[src/common/adc_view_pkg.sv]
package adc_view_pkg;

    // ADC geometry
    localparam int num_channels = 8;
    localparam int sample_bits  = 16;
    localparam int chan_bits    = 3;

    // per-channel read window, in clk_pixel cycles
    localparam int read_cycles   = 32;
    localparam int capture_cycle = 16;   // bus sampled here, rd still low

    // font cell
    localparam int glyph_w = 6;
    localparam int glyph_h = 8;

    // one ADC word, seen as a signed sample or as four hex digits
    typedef union packed {
        logic signed [sample_bits-1:0] value;
        logic [0:3][3:0]               digits;   // digits[0] is the top nibble
    } adc_word_u;

endpackage
[src/design/adc_view_top.sv]
`timescale 1ns/100ps

module adc_view_top
#(
    parameter int conv_period = 1024
)
(
    input  logic        clk_pixel,
    input  logic        rst,
    input  logic        adc_busy,
    input  logic        adc_first_data,
    input  logic [15:0] adc_data,
    input  logic        out_ready,
    output logic        adc_convst_n,
    output logic        adc_cs_n,
    output logic        adc_rd_n,
    output logic        out_valid,
    output logic [2:0]  out_chan,
    output logic [15:0] out_sample,
    output logic [15:0] out_peak,
    output logic [15:0] overrun_count,
    output logic [15:0] color,
    output logic        hsync,
    output logic        vsync,
    output logic        blank
);
    import adc_view_pkg::*;

    logic                 sample_valid;
    logic [chan_bits-1:0] sample_chan;
    adc_word_u            sample_word;
    logic                 frame_done;
    adc_word_u            latest [num_channels];
    logic [15:0]          peak   [num_channels];
    logic [127:0]         disp_word;
    logic [9:0]           beam_x;
    logic [9:0]           beam_y;

    adc_readout #(
        .conv_period (conv_period)
    ) i_adc_readout (
        .clk_pixel      (clk_pixel),
        .rst            (rst),
        .adc_busy       (adc_busy),
        .adc_first_data (adc_first_data),
        .adc_data       (adc_data),
        .adc_convst_n   (adc_convst_n),
        .adc_cs_n       (adc_cs_n),
        .adc_rd_n       (adc_rd_n),
        .sample_valid   (sample_valid),
        .sample_chan    (sample_chan),
        .sample_word    (sample_word),
        .frame_done     (frame_done)
    );

    for (genvar k = 0; k < num_channels; k++)
    begin : g_tracker
        channel_tracker #(
            .chan_index (k)
        ) i_channel_tracker (
            .clk_pixel    (clk_pixel),
            .rst          (rst),
            .sample_valid (sample_valid),
            .sample_chan  (sample_chan),
            .sample_word  (sample_word),
            .latest       (latest[k]),
            .peak         (peak[k])
        );
    end

    frame_serializer i_frame_serializer (
        .clk_pixel     (clk_pixel),
        .rst           (rst),
        .frame_done    (frame_done),
        .latest        (latest),
        .peak          (peak),
        .out_ready     (out_ready),
        .out_valid     (out_valid),
        .out_chan      (out_chan),
        .out_sample    (out_sample),
        .out_peak      (out_peak),
        .disp_word     (disp_word),
        .overrun_count (overrun_count)
    );

    // 480x272 panel timing
    video_timing #(
        .res_x   (480),
        .h_front (24),
        .h_pulse (48),
        .h_back  (72),
        .res_y   (272),
        .v_front (1),
        .v_pulse (3),
        .v_back  (19)
    ) i_video_timing (
        .clk_pixel (clk_pixel),
        .rst       (rst),
        .beam_x    (beam_x),
        .beam_y    (beam_y),
        .hsync     (hsync),
        .vsync     (vsync),
        .blank     (blank)
    );

    hex_text_render #(
        .digits_per_row (16),
        .fg_color       (16'hFFE0),   // yellow on dark blue
        .bg_color       (16'h0010)
    ) i_hex_text_render (
        .clk_pixel (clk_pixel),
        .beam_x    (beam_x),
        .beam_y    (beam_y),
        .disp_word (disp_word),
        .color     (color)
    );

endmodule

[src/hex_display/hex_text_render.sv]
`timescale 1ns/100ps

module hex_text_render
#(
    parameter int          digits_per_row = 16,
    parameter logic [15:0] fg_color       = 16'hFFFF,
    parameter logic [15:0] bg_color       = 16'h0000
)
(
    input  logic         clk_pixel,
    input  logic [9:0]   beam_x,
    input  logic [9:0]   beam_y,
    input  logic [127:0] disp_word,
    output logic [15:0]  color
);
    import adc_view_pkg::*;

    localparam int num_digits = num_channels * sample_bits / 4;
    localparam int digit_bits = $clog2(num_digits);

    logic [9:0]            cell_x;
    logic [9:0]            cell_y;
    logic [15:0]           digit_idx;
    logic                  in_text;
    logic [digit_bits-1:0] digit_sel;
    adc_word_u             word_sel;
    logic [3:0]            nibble_q;
    logic [2:0]            px_q;
    logic [2:0]            py_q;
    logic                  in_text_q;
    logic [63:0]           glyph;
    logic [7:0]            glyph_row;
    logic                  pixel_on;

    // which character cell the beam is in
    assign cell_x    = beam_x / 10'(glyph_w);
    assign cell_y    = beam_y / 10'(glyph_h);
    assign digit_idx = 16'(cell_y) * 16'(digits_per_row) + 16'(cell_x);
    assign in_text   = (cell_x < 10'(digits_per_row)) && (digit_idx < 16'(num_digits));
    assign digit_sel = in_text ? digit_idx[digit_bits-1:0] : '0;

    // four digits per channel word
    assign word_sel = disp_word[digit_sel[digit_bits-1:2] * sample_bits +: sample_bits];

    // stage 1, digit fetch
    always_ff @(posedge clk_pixel)
    begin
        nibble_q  <= word_sel.digits[digit_sel[1:0]];
        px_q      <= 3'(beam_x % 10'(glyph_w));
        py_q      <= 3'(beam_y % 10'(glyph_h));
        in_text_q <= in_text;
    end

    // 5x7 glyphs, one byte per row from the top, low five bits used
    always_comb
    begin
        case (nibble_q)
            4'h0:    glyph = 64'h0E_11_13_15_19_11_0E_00;
            4'h1:    glyph = 64'h04_0C_04_04_04_04_0E_00;
            4'h2:    glyph = 64'h0E_11_01_02_04_08_1F_00;
            4'h3:    glyph = 64'h1F_02_04_02_01_11_0E_00;
            4'h4:    glyph = 64'h02_06_0A_12_1F_02_02_00;
            4'h5:    glyph = 64'h1F_10_1E_01_01_11_0E_00;
            4'h6:    glyph = 64'h06_08_10_1E_11_11_0E_00;
            4'h7:    glyph = 64'h1F_01_02_04_08_08_08_00;
            4'h8:    glyph = 64'h0E_11_11_0E_11_11_0E_00;
            4'h9:    glyph = 64'h0E_11_11_0F_01_02_0C_00;
            4'hA:    glyph = 64'h0E_11_11_1F_11_11_11_00;
            4'hB:    glyph = 64'h1E_11_11_1E_11_11_1E_00;
            4'hC:    glyph = 64'h0E_11_10_10_10_11_0E_00;
            4'hD:    glyph = 64'h1C_12_11_11_11_12_1C_00;
            4'hE:    glyph = 64'h1F_10_10_1E_10_10_1F_00;
            default: glyph = 64'h1F_10_10_1E_10_10_10_00;   // F
        endcase
    end

    assign glyph_row = glyph[(glyph_h - 1 - py_q) * 8 +: 8];

    // rightmost column of the cell is spacing
    always_comb
    begin
        pixel_on = 1'b0;
        if (px_q < 3'(glyph_w - 1))
            pixel_on = glyph_row[3'(glyph_w - 2) - px_q];
    end

    // stage 2, font lookup
    always_ff @(posedge clk_pixel)
    begin
        color <= (in_text_q && pixel_on) ? fg_color : bg_color;
    end

endmodule

[src/design/video_timing.sv]
`timescale 1ns/100ps

module video_timing
#(
    parameter int res_x   = 480,
    parameter int h_front = 24,
    parameter int h_pulse = 48,
    parameter int h_back  = 72,
    parameter int res_y   = 272,
    parameter int v_front = 1,
    parameter int v_pulse = 3,
    parameter int v_back  = 19
)
(
    input  logic       clk_pixel,
    input  logic       rst,
    output logic [9:0] beam_x,
    output logic [9:0] beam_y,
    output logic       hsync,
    output logic       vsync,
    output logic       blank
);
    localparam int h_total = res_x + h_front + h_pulse + h_back;
    localparam int v_total = res_y + v_front + v_pulse + v_back;

    logic [9:0] h_cnt;
    logic [9:0] v_cnt;
    logic       hsync_raw;
    logic       vsync_raw;
    logic       blank_raw;
    logic [2:0] sync_d1;   // hsync, vsync, blank
    logic [2:0] sync_d2;

    always_ff @(posedge clk_pixel)
    begin
        if (rst)
        begin
            h_cnt <= '0;
            v_cnt <= '0;
        end
        else if (h_cnt == 10'(h_total - 1))
        begin
            h_cnt <= '0;
            if (v_cnt == 10'(v_total - 1))
                v_cnt <= '0;
            else
                v_cnt <= v_cnt + 1'b1;
        end
        else
        begin
            h_cnt <= h_cnt + 1'b1;
        end
    end

    assign hsync_raw = (h_cnt >= 10'(res_x + h_front)) && (h_cnt < 10'(res_x + h_front + h_pulse));
    assign vsync_raw = (v_cnt >= 10'(res_y + v_front)) && (v_cnt < 10'(res_y + v_front + v_pulse));
    assign blank_raw = (h_cnt >= 10'(res_x)) || (v_cnt >= 10'(res_y));

    // match the two-cycle renderer pipeline
    always_ff @(posedge clk_pixel)
    begin
        if (rst)
        begin
            sync_d1 <= 3'b001;
            sync_d2 <= 3'b001;
        end
        else
        begin
            sync_d1 <= {hsync_raw, vsync_raw, blank_raw};
            sync_d2 <= sync_d1;
        end
    end

    assign {hsync, vsync, blank} = sync_d2;
    assign beam_x = h_cnt;
    assign beam_y = v_cnt;

endmodule

[src/design/frame_serializer.sv]
`timescale 1ns/100ps

module frame_serializer
(
    input  logic                    clk_pixel,
    input  logic                    rst,
    input  logic                    frame_done,
    input  adc_view_pkg::adc_word_u latest [adc_view_pkg::num_channels],
    input  logic [15:0]             peak [adc_view_pkg::num_channels],
    input  logic                    out_ready,
    output logic                    out_valid,
    output logic [2:0]              out_chan,
    output logic [15:0]             out_sample,
    output logic [15:0]             out_peak,
    output logic [127:0]            disp_word,
    output logic [15:0]             overrun_count
);
    import adc_view_pkg::*;

    logic [sample_bits-1:0] snap_sample [num_channels];
    logic [sample_bits-1:0] snap_peak   [num_channels];
    logic [chan_bits-1:0]   beat_idx;
    logic                   take;
    logic                   last_beat;

    assign take      = frame_done && !out_valid;   // idle, accept the frame
    assign last_beat = out_valid && out_ready && (beat_idx == chan_bits'(num_channels - 1));

    always_ff @(posedge clk_pixel)
    begin
        if (take)
        begin
            for (int k = 0; k < num_channels; k++)
            begin
                snap_sample[k] <= latest[k];
                snap_peak[k]   <= peak[k];
            end
        end
    end

    always_ff @(posedge clk_pixel)
    begin
        if (rst)
        begin
            out_valid     <= 1'b0;
            beat_idx      <= '0;
            overrun_count <= '0;
            disp_word     <= '0;
        end
        else
        begin
            // the display follows every frame, sent or not
            if (frame_done)
            begin
                for (int k = 0; k < num_channels; k++)
                    disp_word[k*sample_bits +: sample_bits] <= latest[k];
            end
            if (frame_done && out_valid)
                overrun_count <= overrun_count + 1'b1;   // stream still busy, drop

            if (take)
            begin
                out_valid <= 1'b1;
                beat_idx  <= '0;
            end
            else if (last_beat)
            begin
                out_valid <= 1'b0;
                beat_idx  <= '0;
            end
            else if (out_valid && out_ready)
            begin
                beat_idx <= beat_idx + 1'b1;
            end
        end
    end

    assign out_chan   = beat_idx;
    assign out_sample = snap_sample[beat_idx];
    assign out_peak   = snap_peak[beat_idx];

    assert property (@(posedge clk_pixel) disable iff (rst)
        (out_valid && !out_ready) |=> (out_valid && $stable(out_sample) && $stable(out_chan)))
        else $error("frame_serializer: beat changed while waiting for ready");

endmodule

[src/design/channel_tracker.sv]
`timescale 1ns/100ps

module channel_tracker
#(
    parameter int chan_index = 0
)
(
    input  logic                    clk_pixel,
    input  logic                    rst,
    input  logic                    sample_valid,
    input  logic [2:0]              sample_chan,
    input  adc_view_pkg::adc_word_u sample_word,
    output adc_view_pkg::adc_word_u latest,
    output logic [15:0]             peak
);
    import adc_view_pkg::*;

    logic                   hit;
    logic [sample_bits-1:0] magnitude;

    assign hit = sample_valid && (sample_chan == chan_bits'(chan_index));

    // absolute value of the signed view
    always_comb
    begin
        if (sample_word.value == {1'b1, {(sample_bits-1){1'b0}}})
            magnitude = '1;   // 32768 does not fit, saturate
        else if (sample_word.value[sample_bits-1])
            magnitude = sample_bits'(-sample_word.value);
        else
            magnitude = sample_word.value;
    end

    always_ff @(posedge clk_pixel)
    begin
        if (hit)
            latest <= sample_word;
    end

    // peak hold since reset
    always_ff @(posedge clk_pixel)
    begin
        if (rst)
            peak <= '0;
        else if (hit && (magnitude > peak))
            peak <= magnitude;
    end

endmodule

[src/design/adc_readout.sv]
`timescale 1ns/100ps

module adc_readout
#(
    parameter int conv_period = 1024
)
(
    input  logic                    clk_pixel,
    input  logic                    rst,
    input  logic                    adc_busy,
    input  logic                    adc_first_data,
    input  logic [15:0]             adc_data,
    output logic                    adc_convst_n,
    output logic                    adc_cs_n,
    output logic                    adc_rd_n,
    output logic                    sample_valid,
    output logic [2:0]              sample_chan,
    output adc_view_pkg::adc_word_u sample_word,
    output logic                    frame_done
);
    import adc_view_pkg::*;

    localparam int period_bits = $clog2(conv_period);
    localparam int win_bits    = $clog2(read_cycles);

    logic [period_bits-1:0] period_cnt;
    logic                   busy_q;
    logic                   busy_fall;
    logic                   reading;
    logic [win_bits-1:0]    win_cnt;    // position inside one read window
    logic [chan_bits-1:0]   win_num;    // windows done in this frame
    logic [chan_bits-1:0]   chan;       // channel the current window belongs to
    logic                   strobe;
    logic                   capture;

    // free-running conversion start
    always_ff @(posedge clk_pixel)
    begin
        if (rst)
        begin
            period_cnt   <= '0;
            adc_convst_n <= 1'b1;
        end
        else
        begin
            if (period_cnt == period_bits'(conv_period - 1))
                period_cnt <= '0;
            else
                period_cnt <= period_cnt + 1'b1;
            adc_convst_n <= (period_cnt != period_bits'(conv_period - 1));
        end
    end

    always_ff @(posedge clk_pixel)
    begin
        if (rst)
            busy_q <= 1'b0;
        else
            busy_q <= adc_busy;
    end

    assign busy_fall = busy_q && !adc_busy;   // conversion finished
    assign capture   = reading && (win_cnt == win_bits'(capture_cycle));

    // read sequencer, eight windows after busy falls
    always_ff @(posedge clk_pixel)
    begin
        if (rst)
        begin
            reading      <= 1'b0;
            win_cnt      <= '0;
            win_num      <= '0;
            chan         <= '0;
            sample_valid <= 1'b0;
            frame_done   <= 1'b0;
        end
        else
        begin
            sample_valid <= capture;
            frame_done   <= 1'b0;
            if (busy_fall && !reading)
            begin
                reading <= 1'b1;
                win_cnt <= '0;
                win_num <= '0;
                chan    <= '0;
            end
            else if (reading)
            begin
                if (win_cnt == '0 && adc_first_data)
                    chan <= '0;   // realign on first data
                if (win_cnt == win_bits'(read_cycles - 1))
                begin
                    win_cnt <= '0;
                    chan    <= chan + 1'b1;
                    win_num <= win_num + 1'b1;
                    if (win_num == chan_bits'(num_channels - 1))
                    begin
                        reading    <= 1'b0;
                        frame_done <= 1'b1;
                    end
                end
                else
                begin
                    win_cnt <= win_cnt + 1'b1;
                end
            end
        end
    end

    always_ff @(posedge clk_pixel)
    begin
        if (capture)
        begin
            sample_chan <= chan;
            sample_word <= adc_data;
        end
    end

    // rd goes high right after the capture edge
    assign strobe   = reading && (win_cnt <= win_bits'(capture_cycle));
    assign adc_rd_n = !strobe;
    assign adc_cs_n = !strobe;

    // conv_period too short for eight windows would restart the ADC mid-read
    assert property (@(posedge clk_pixel) disable iff (rst)
        adc_busy |-> (adc_rd_n && adc_cs_n))
        else $error("adc_readout: read strobe active while busy is high");

endmodule

[config.mk]
export PLATFORM = sky130hd
export DESIGN_NAME = adc_view_top
export DESIGN_NICKNAME = d
export VERILOG_FILES = /design/src/common/adc_view_pkg.sv /design/src/design/adc_view_top.sv /design/src/hex_display/hex_text_render.sv /design/src/design/video_timing.sv /design/src/design/frame_serializer.sv /design/src/design/channel_tracker.sv /design/src/design/adc_readout.sv
export SDC_FILE = /design/constraint.sdc
export NUM_CORES = 1
export LEC_CHECK = 0
export CAP_MARGIN = 0
export CELL_PAD_IN_SITES_DETAIL_PLACEMENT = 0
export CELL_PAD_IN_SITES_GLOBAL_PLACEMENT = 1
export CORE_MARGIN = 2
export CORE_UTILIZATION = 36
export DETAILED_ROUTE_END_ITERATION = 6
export DONT_BUFFER_PORTS = 1
export GPL_TIMING_DRIVEN = 0
export PLACE_DENSITY = 0.67
export SLEW_MARGIN = 25
export SYNTH_ARGS = -nofsm -noshare
export SYNTH_HDL_FRONTEND = slang
export SYNTH_SLANG_ARGS = --single-unit
[constraint.sdc]
create_clock -name clk_pixel -period 35.4 [get_ports clk_pixel]
set_input_delay 7.08 -clock clk_pixel [delete_from_list [all_inputs] [get_ports clk_pixel]]
set_output_delay 7.08 -clock clk_pixel [all_outputs]
set_load 0.05 [all_outputs]
# [After elaboration in Yosys (flattened, before gate mapping)]
# Memories as Yosys holds them, arrays and structs flattened. A register that Yosys moved wholly into a read port is not among the register bits.
# Index checks and enable logic that the tools add are counted.
[classes] n_shift=2 eq_ne=16 bitwise_logic=3 addsub=12 n_div=2 order_cmp=20 n_reduce_logical=45 n_mux=27
[ops] op="$gt A16 B16 Y1" count=8
[ops] op="$shiftx A128 B8 Y16" count=1
[ops] op="$shiftx A64 B33 Y8" count=1
[ops] op="$mux W16" count=3
[ops] op="$ge A10 B9 Y1 const B" count=4
[ops] op="$add A10 B1 Y10 const B" count=3
[ops] op="$logic_and A1 B1 Y1" count=29
[ops] op="$eq A10 B10 Y1 const B" count=2
[ops] op="$eq A3 B3 Y1 const B" count=6
[ops] op="$mux W3" count=6
[ops] op="$add A16 B1 Y16 const B" count=1
[ops] op="$eq A16 B16 Y1 const B" count=1
[ops] op="$lt A16 B6 Y1 const B" count=1
[ops] op="$neg A16 Y16" count=1
[ops] op="$add A11 B10 Y12" count=1
[ops] op="$mux W1" count=11
[ops] op="$div A10 B3 Y10 const B" count=1
[ops] op="$eq A10 B9 Y1 const B" count=1
[ops] op="$eq A5 B5 Y1 const B" count=2
[ops] op="$lt A10 B10 Y1 const B" count=1
[ops] op="$lt A10 B5 Y1 const B" count=1
[ops] op="$lt A10 B9 Y1 const B" count=1
[ops] op="$mod A10 B3 Y10 const B" count=1
[ops] op="$mux W10" count=1
[ops] op="26 further kinds" count=39
[totals] ram_bits=256 input_bits=21 mem_count=3 reg_bits=498 output_inout_bits=74 romBits=560 elab_cells=169
[mem_list] memory="(no name shown)" words=16 word_bits=35 read_ports=1 rd_clocked_by_memory_dff=1 wr=0 line_no="hex_text_render.sv:57" text="case (nibble_q)"
[mem_list] memory="i_frame_serializer.snap_peak" words=8 word_bits=16 read_ports=1 rd_clocked_by_memory_dff=1 wr=8 line_no="frame_serializer.sv:21" text="logic [sample_bits-1:0] snap_peak [num_channels];"
[mem_list] memory="i_frame_serializer.snap_sample" words=8 word_bits=16 read_ports=1 rd_clocked_by_memory_dff=1 wr=8 line_no="frame_serializer.sv:20" text="logic [sample_bits-1:0] snap_sample [num_channels];"

# [Logic depth before layout (Yosys ltp)]
[depth] depth_word=9 mapped_depth=24 mapped_depth_nobuf=22

# [Hierarchy]
# A second synthesis with hierarchy kept.
[hier_totals] hier_cells=3396 area_unflattened_um2=38623.3
[by_module_without_submodules] module="frame_serializer" cells_per_inst=891 seq_area_each_um2=10710.3 area_per_inst_um2=15175.8 n_inst=1
[by_module_without_submodules] module="channel_tracker at g_tracker[1].i_channel_tracker ..." cells_per_inst=212 seq_area_each_um2=800.8 area_per_inst_um2=2015.7 n_inst=3
[by_module_without_submodules] module="hex_text_render" cells_per_inst=537 seq_area_each_um2=880.8 area_per_inst_um2=4420.5 n_inst=1
[by_module_without_submodules] module="channel_tracker at g_tracker[5].i_channel_tracker ..." cells_per_inst=213 seq_area_each_um2=800.8 area_per_inst_um2=2021.9 n_inst=2
[by_module_without_submodules] module="channel_tracker at g_tracker[0].i_channel_tracker" cells_per_inst=209 seq_area_each_um2=800.8 area_per_inst_um2=2065.7 n_inst=1
[by_module_without_submodules] module="channel_tracker at g_tracker[4].i_channel_tracker" cells_per_inst=214 seq_area_each_um2=800.8 area_per_inst_um2=2020.7 n_inst=1
[by_module_without_submodules] module="channel_tracker at g_tracker[7].i_channel_tracker" cells_per_inst=190 seq_area_each_um2=800.8 area_per_inst_um2=1876.8 n_inst=1
[by_module_without_submodules] module="adc_readout" cells_per_inst=151 seq_area_each_um2=1091.0 area_per_inst_um2=1745.4 n_inst=1
[by_module_without_submodules] module="video_timing" cells_per_inst=142 seq_area_each_um2=520.5 area_per_inst_um2=1227.4 n_inst=1

# [Worst setup path before layout]
# No wires, ideal clock.
[synth_timing] path_type="register -> register" startpoint="reg i_frame_serializer.out_valid" endpoint="reg (tool-made name)" t_arrival_ps=12831 slack_ps=22434 synth_period_minus_slack_ps=12966 path_stages_with_launch=5 path_buffers=1 required_time_ps=35265 cell_sequence="dfxtp_1 > clkbuf_1 > nor2b_1 > nand2b_1 > a21oi_1"
[synth_lines] element="start: declaration" line_no="frame_serializer.sv:11" text="output logic out_valid,"
[synth_lines] element="start signal: assignment" line_no="frame_serializer.sv:45" text="out_valid <= 1'b0;"
[synth_lines] element="start signal: assignment" line_no="frame_serializer.sv:63" text="out_valid <= 1'b1;"
[synth_lines] element="start signal: assignment" line_no="frame_serializer.sv:68" text="out_valid <= 1'b0;"

==> flow_summary.yaml <==
worst_setup_path:
  cp_slowest_cell: "buf_1"
  r2r-start: "i_video_timing.beam_x[9]$_SDFF_PP0_"
  reg2regPathDepth: 21
  slowest_delay_ns: 0.71
  crit_path_max_fanout: 10
  required_ns: 28.32
  r2r_slack_ns: 28.45
  crit_buf_inv: 2
  critical_path_class: "register to primary output"
  cp_cell_sequence: "clkbuf_2, buf_1, mux4_2, mux2_2"
  cp_top_family: "buffers and inverters"
  crit_path_end_kind: "primary output"
  start_kind: "register"
  arrival_ns: 3.29
  regToRegEndpoint: "i_hex_text_render.glyph[36]$_DFF_P_"
job:
  drv_cap: 0
sta:
  rsz0062_at_grt: "false"
  tightest_slew_ns: 1.13
  fmax_mhz: 96.5
  finalSetupViolations: 0
  setup_tns_ns: 0
  slew_violations: 0
  fin_crit_sh: 0.293
  setup_ws_ns: 25.03
  slew-limit-headroom: 0.245
  finalCriticalPeriod_ns: 10.37
  skew_ns: 0.0342
  hold_slack_ns: 0.412
  hold_viol: 0
clock_tree:
  cts_setup_buffers: 0
  insertion_delay_ns: 0.65
  cts_root_buffer: "clkbuf_16"
  cts_sinks: 778
  hold_buffers: 0
  ctsHtreeMaxLevel: 3
  clockBufferDepth: 3
  cts_resized: 0
  clk_pin_slew_ns: 0.06
  cts_tree: "done"
  numCtsBuffers: 83
status:
  status: "completed"
pwr:
  ir_drop_uv: 32.5
  powerDensity_nw_per_um2: 48.2
  leakagePower_nw: 13.3
grt:
  track_usage: 0.206
  antenna_found_initial: 8
  grt_pass1_wl_mm: 148
  grt_pass1_vias: 22324
  grt_max_degree: 29
  grt_overflow: 0
placed_design:
  io_buffers: 0
  dp_hpwl_mm: 74.4
  gp_congestion: 0.890
  dp_slack_ns: 25.49
logic_synthesis:
  yosys.cell_count.top_type: "edfxtp_1"
  yosys-top-cells-count: "edfxtp_1, dfxtp_1, nor2_1"
  yosysTopAreaCell: "edfxtp_1"
  synth_cell_types: 102
  async_flop_share: 0
  synth.top_cell.area_share: 0.356
  ys_ff_latch: 778
  synth_area_sq_um: 34000
  synth-main-ff-cell: "edfxtp_1"
  ys_warn_count: 0
  syn_inst: 2784
  synth_edf_count: 403
  netlist_top_cells_area: "edfxtp_1, dfxtp_1, ha_1"
  ys_seq_area_frac: 0.576
  post_synth.cell_area_avg_sq_um: 12.2
die:
  num_io_pins: 95
  die_area_sq_um: 97000
  die_x_um: 311
  die_y_um: 311
  initial_core_util: 0.364
  placement_rows: 112
  coreArea_sq_um: 93500
min_path:
  hp-start: "i_video_timing.sync_d1[0]$_SDFF_PP1_"
  worstHoldPathCells: 1
  hold_path_class: "register to register"
  worstHoldEndpoint: "i_video_timing.sync_d2[0]$_SDFF_PP1_"
routing:
  detail_route.wl_per_cell_um: 24.1
  drt_pass1_iterations: 5
  ant_nets: 0
  drc: 0
  vias: 22729
  drt_wl_total_mm: 102
  via_per_inst: 5.37
  dr.first_iter.drc_count: 2047
final_layout:
  layout.nets: 3088
  synthToLayoutAreaGrowth_pct: 14.9
  drive_gt1_frac: 0.133
==> kinds of logic (layout without fill, tap and decap cells) <==
family                     after synthesis  in the layout  synth area share
AOI/OAI and AO/OA                      435            435            0.0932
muxes                                  305            305             0.119
buffers and inverters                  330            516            0.0406
DFF                                    778            778             0.576
and+or+nand+nor                        716            716            0.0964
adders and majority gates              165            165            0.0608
xor gates and xnor gates                54             54            0.0139
other                                    1              6          0.000110
==> area by class of cell <==
class | instances | area (sq um)
Buffer | 161 | 774
Tap cell | 1254 | 1570
Clock inverter | 40 | 420
Fill cell | 8790 | 54400
Antenna cell | 2 | 5.00
Clock buffer | 115 | 2360
Timing Repair Buffer | 31 | 578
Sequential cell | 778 | 19600
Inverter | 169 | 634
Multi-Input combinational cell | 1679 | 13100
==> report_power, final <==
part,switching (mW),internal [mW],total (mW)
logic,0.0374,0.0131,0.0505
registers,0.00552,0.944,0.949
clock network,0.371,0.514,0.885
==> per-layer routing <==
| metal | part of all wire | up-vias | track usage |
|---|---|---|---|
| met5 | 0.00057 | - | 0 |
| met4 | 0.032 | 6 | 0.0668 |
| met3 | 0.072 | 185 | 0.0494 |
| met2 | 0.47 | 710 | 0.334 |
| met1 | 0.43 | 11389 | 0.272 |
| li1 | - | 10439 | - |
==> how the worst max path moves through the flow <==
stage,to,slack [ns],cells past startpoint
2_1_floorplan,register,22.43,4
3_3_place_gp,register,16.78,4
3_5_place_dp,out_peak[2],25.49,4
4_1_cts,out_peak[2],24.78,4
5_1_grt,out_peak[6],24.85,4
6_report,out_peak[7],25.03,4
==> state kept, by name (all words and copies together) (netlist names), 2 cells and up, named ones only <==
name / flops
i_frame_serializer.overrun_count: 16
i_video_timing.sync_d2: 3
i_adc_readout.sample_chan: 3
i_adc_readout.chan: 3
i_adc_readout.win_cnt: 5
i_frame_serializer.out_chan: 3
i_frame_serializer.disp_word: 128
g_tracker.i_channel_tracker.peak: 128
i_adc_readout.period_cnt: 10
i_adc_readout.sample_word: 16
g_tracker.i_channel_tracker.latest: 128
i_adc_readout.win_num: 3
i_frame_serializer.snap_sample: 128
i_video_timing.sync_d1: 3
i_hex_text_render.glyph: 35
i_frame_serializer.snap_peak: 128
i_hex_text_render.color: 2
i_video_timing.beam_y: 10
i_hex_text_render.px_q: 3
i_hex_text_render.py_q: 3
i_video_timing.beam_x: 10
==> cell usage in the layout (no fill, tap or decap), types with 34 or more instances in the layout <==
master and n:
clkbuf_16 85, dfxtp_1 375, a21oi_1 74, a21o_1 40
nand2_1 109, mux2i_1 190, o21ai_0 45, xor2_1 34
nor2_1 368, mux4_2 74, nand3_1 51, a211oi_1 80
mux2_2 40, ha_1 163, a311oi_1 36, edfxtp_1 403
inv_1 167, clkbuf_1 102
==> metrics by stage <==
| step | util | cells | instance area, sq um | power [mW] |
|---|---|---|---|---|
| 2_1_floorplan | - | 2787 | 34000 | 1.01 |
| 3_3_place_gp | 0.381 | 4041 | 35600 | 1.02 |
| 3_5_place_dp | 0.388 | 4072 | 36300 | 1.02 |
| 4_1_cts | 0.418 | 4227 | 39100 | 1.91 |
| 5_1_grt | 0.418 | 4228 | 39100 | 1.94 |
| 6_report | 0.418 | 4229 | 39100 | 1.89 |
No activity file was read; power rests on OpenSTA's default activity.
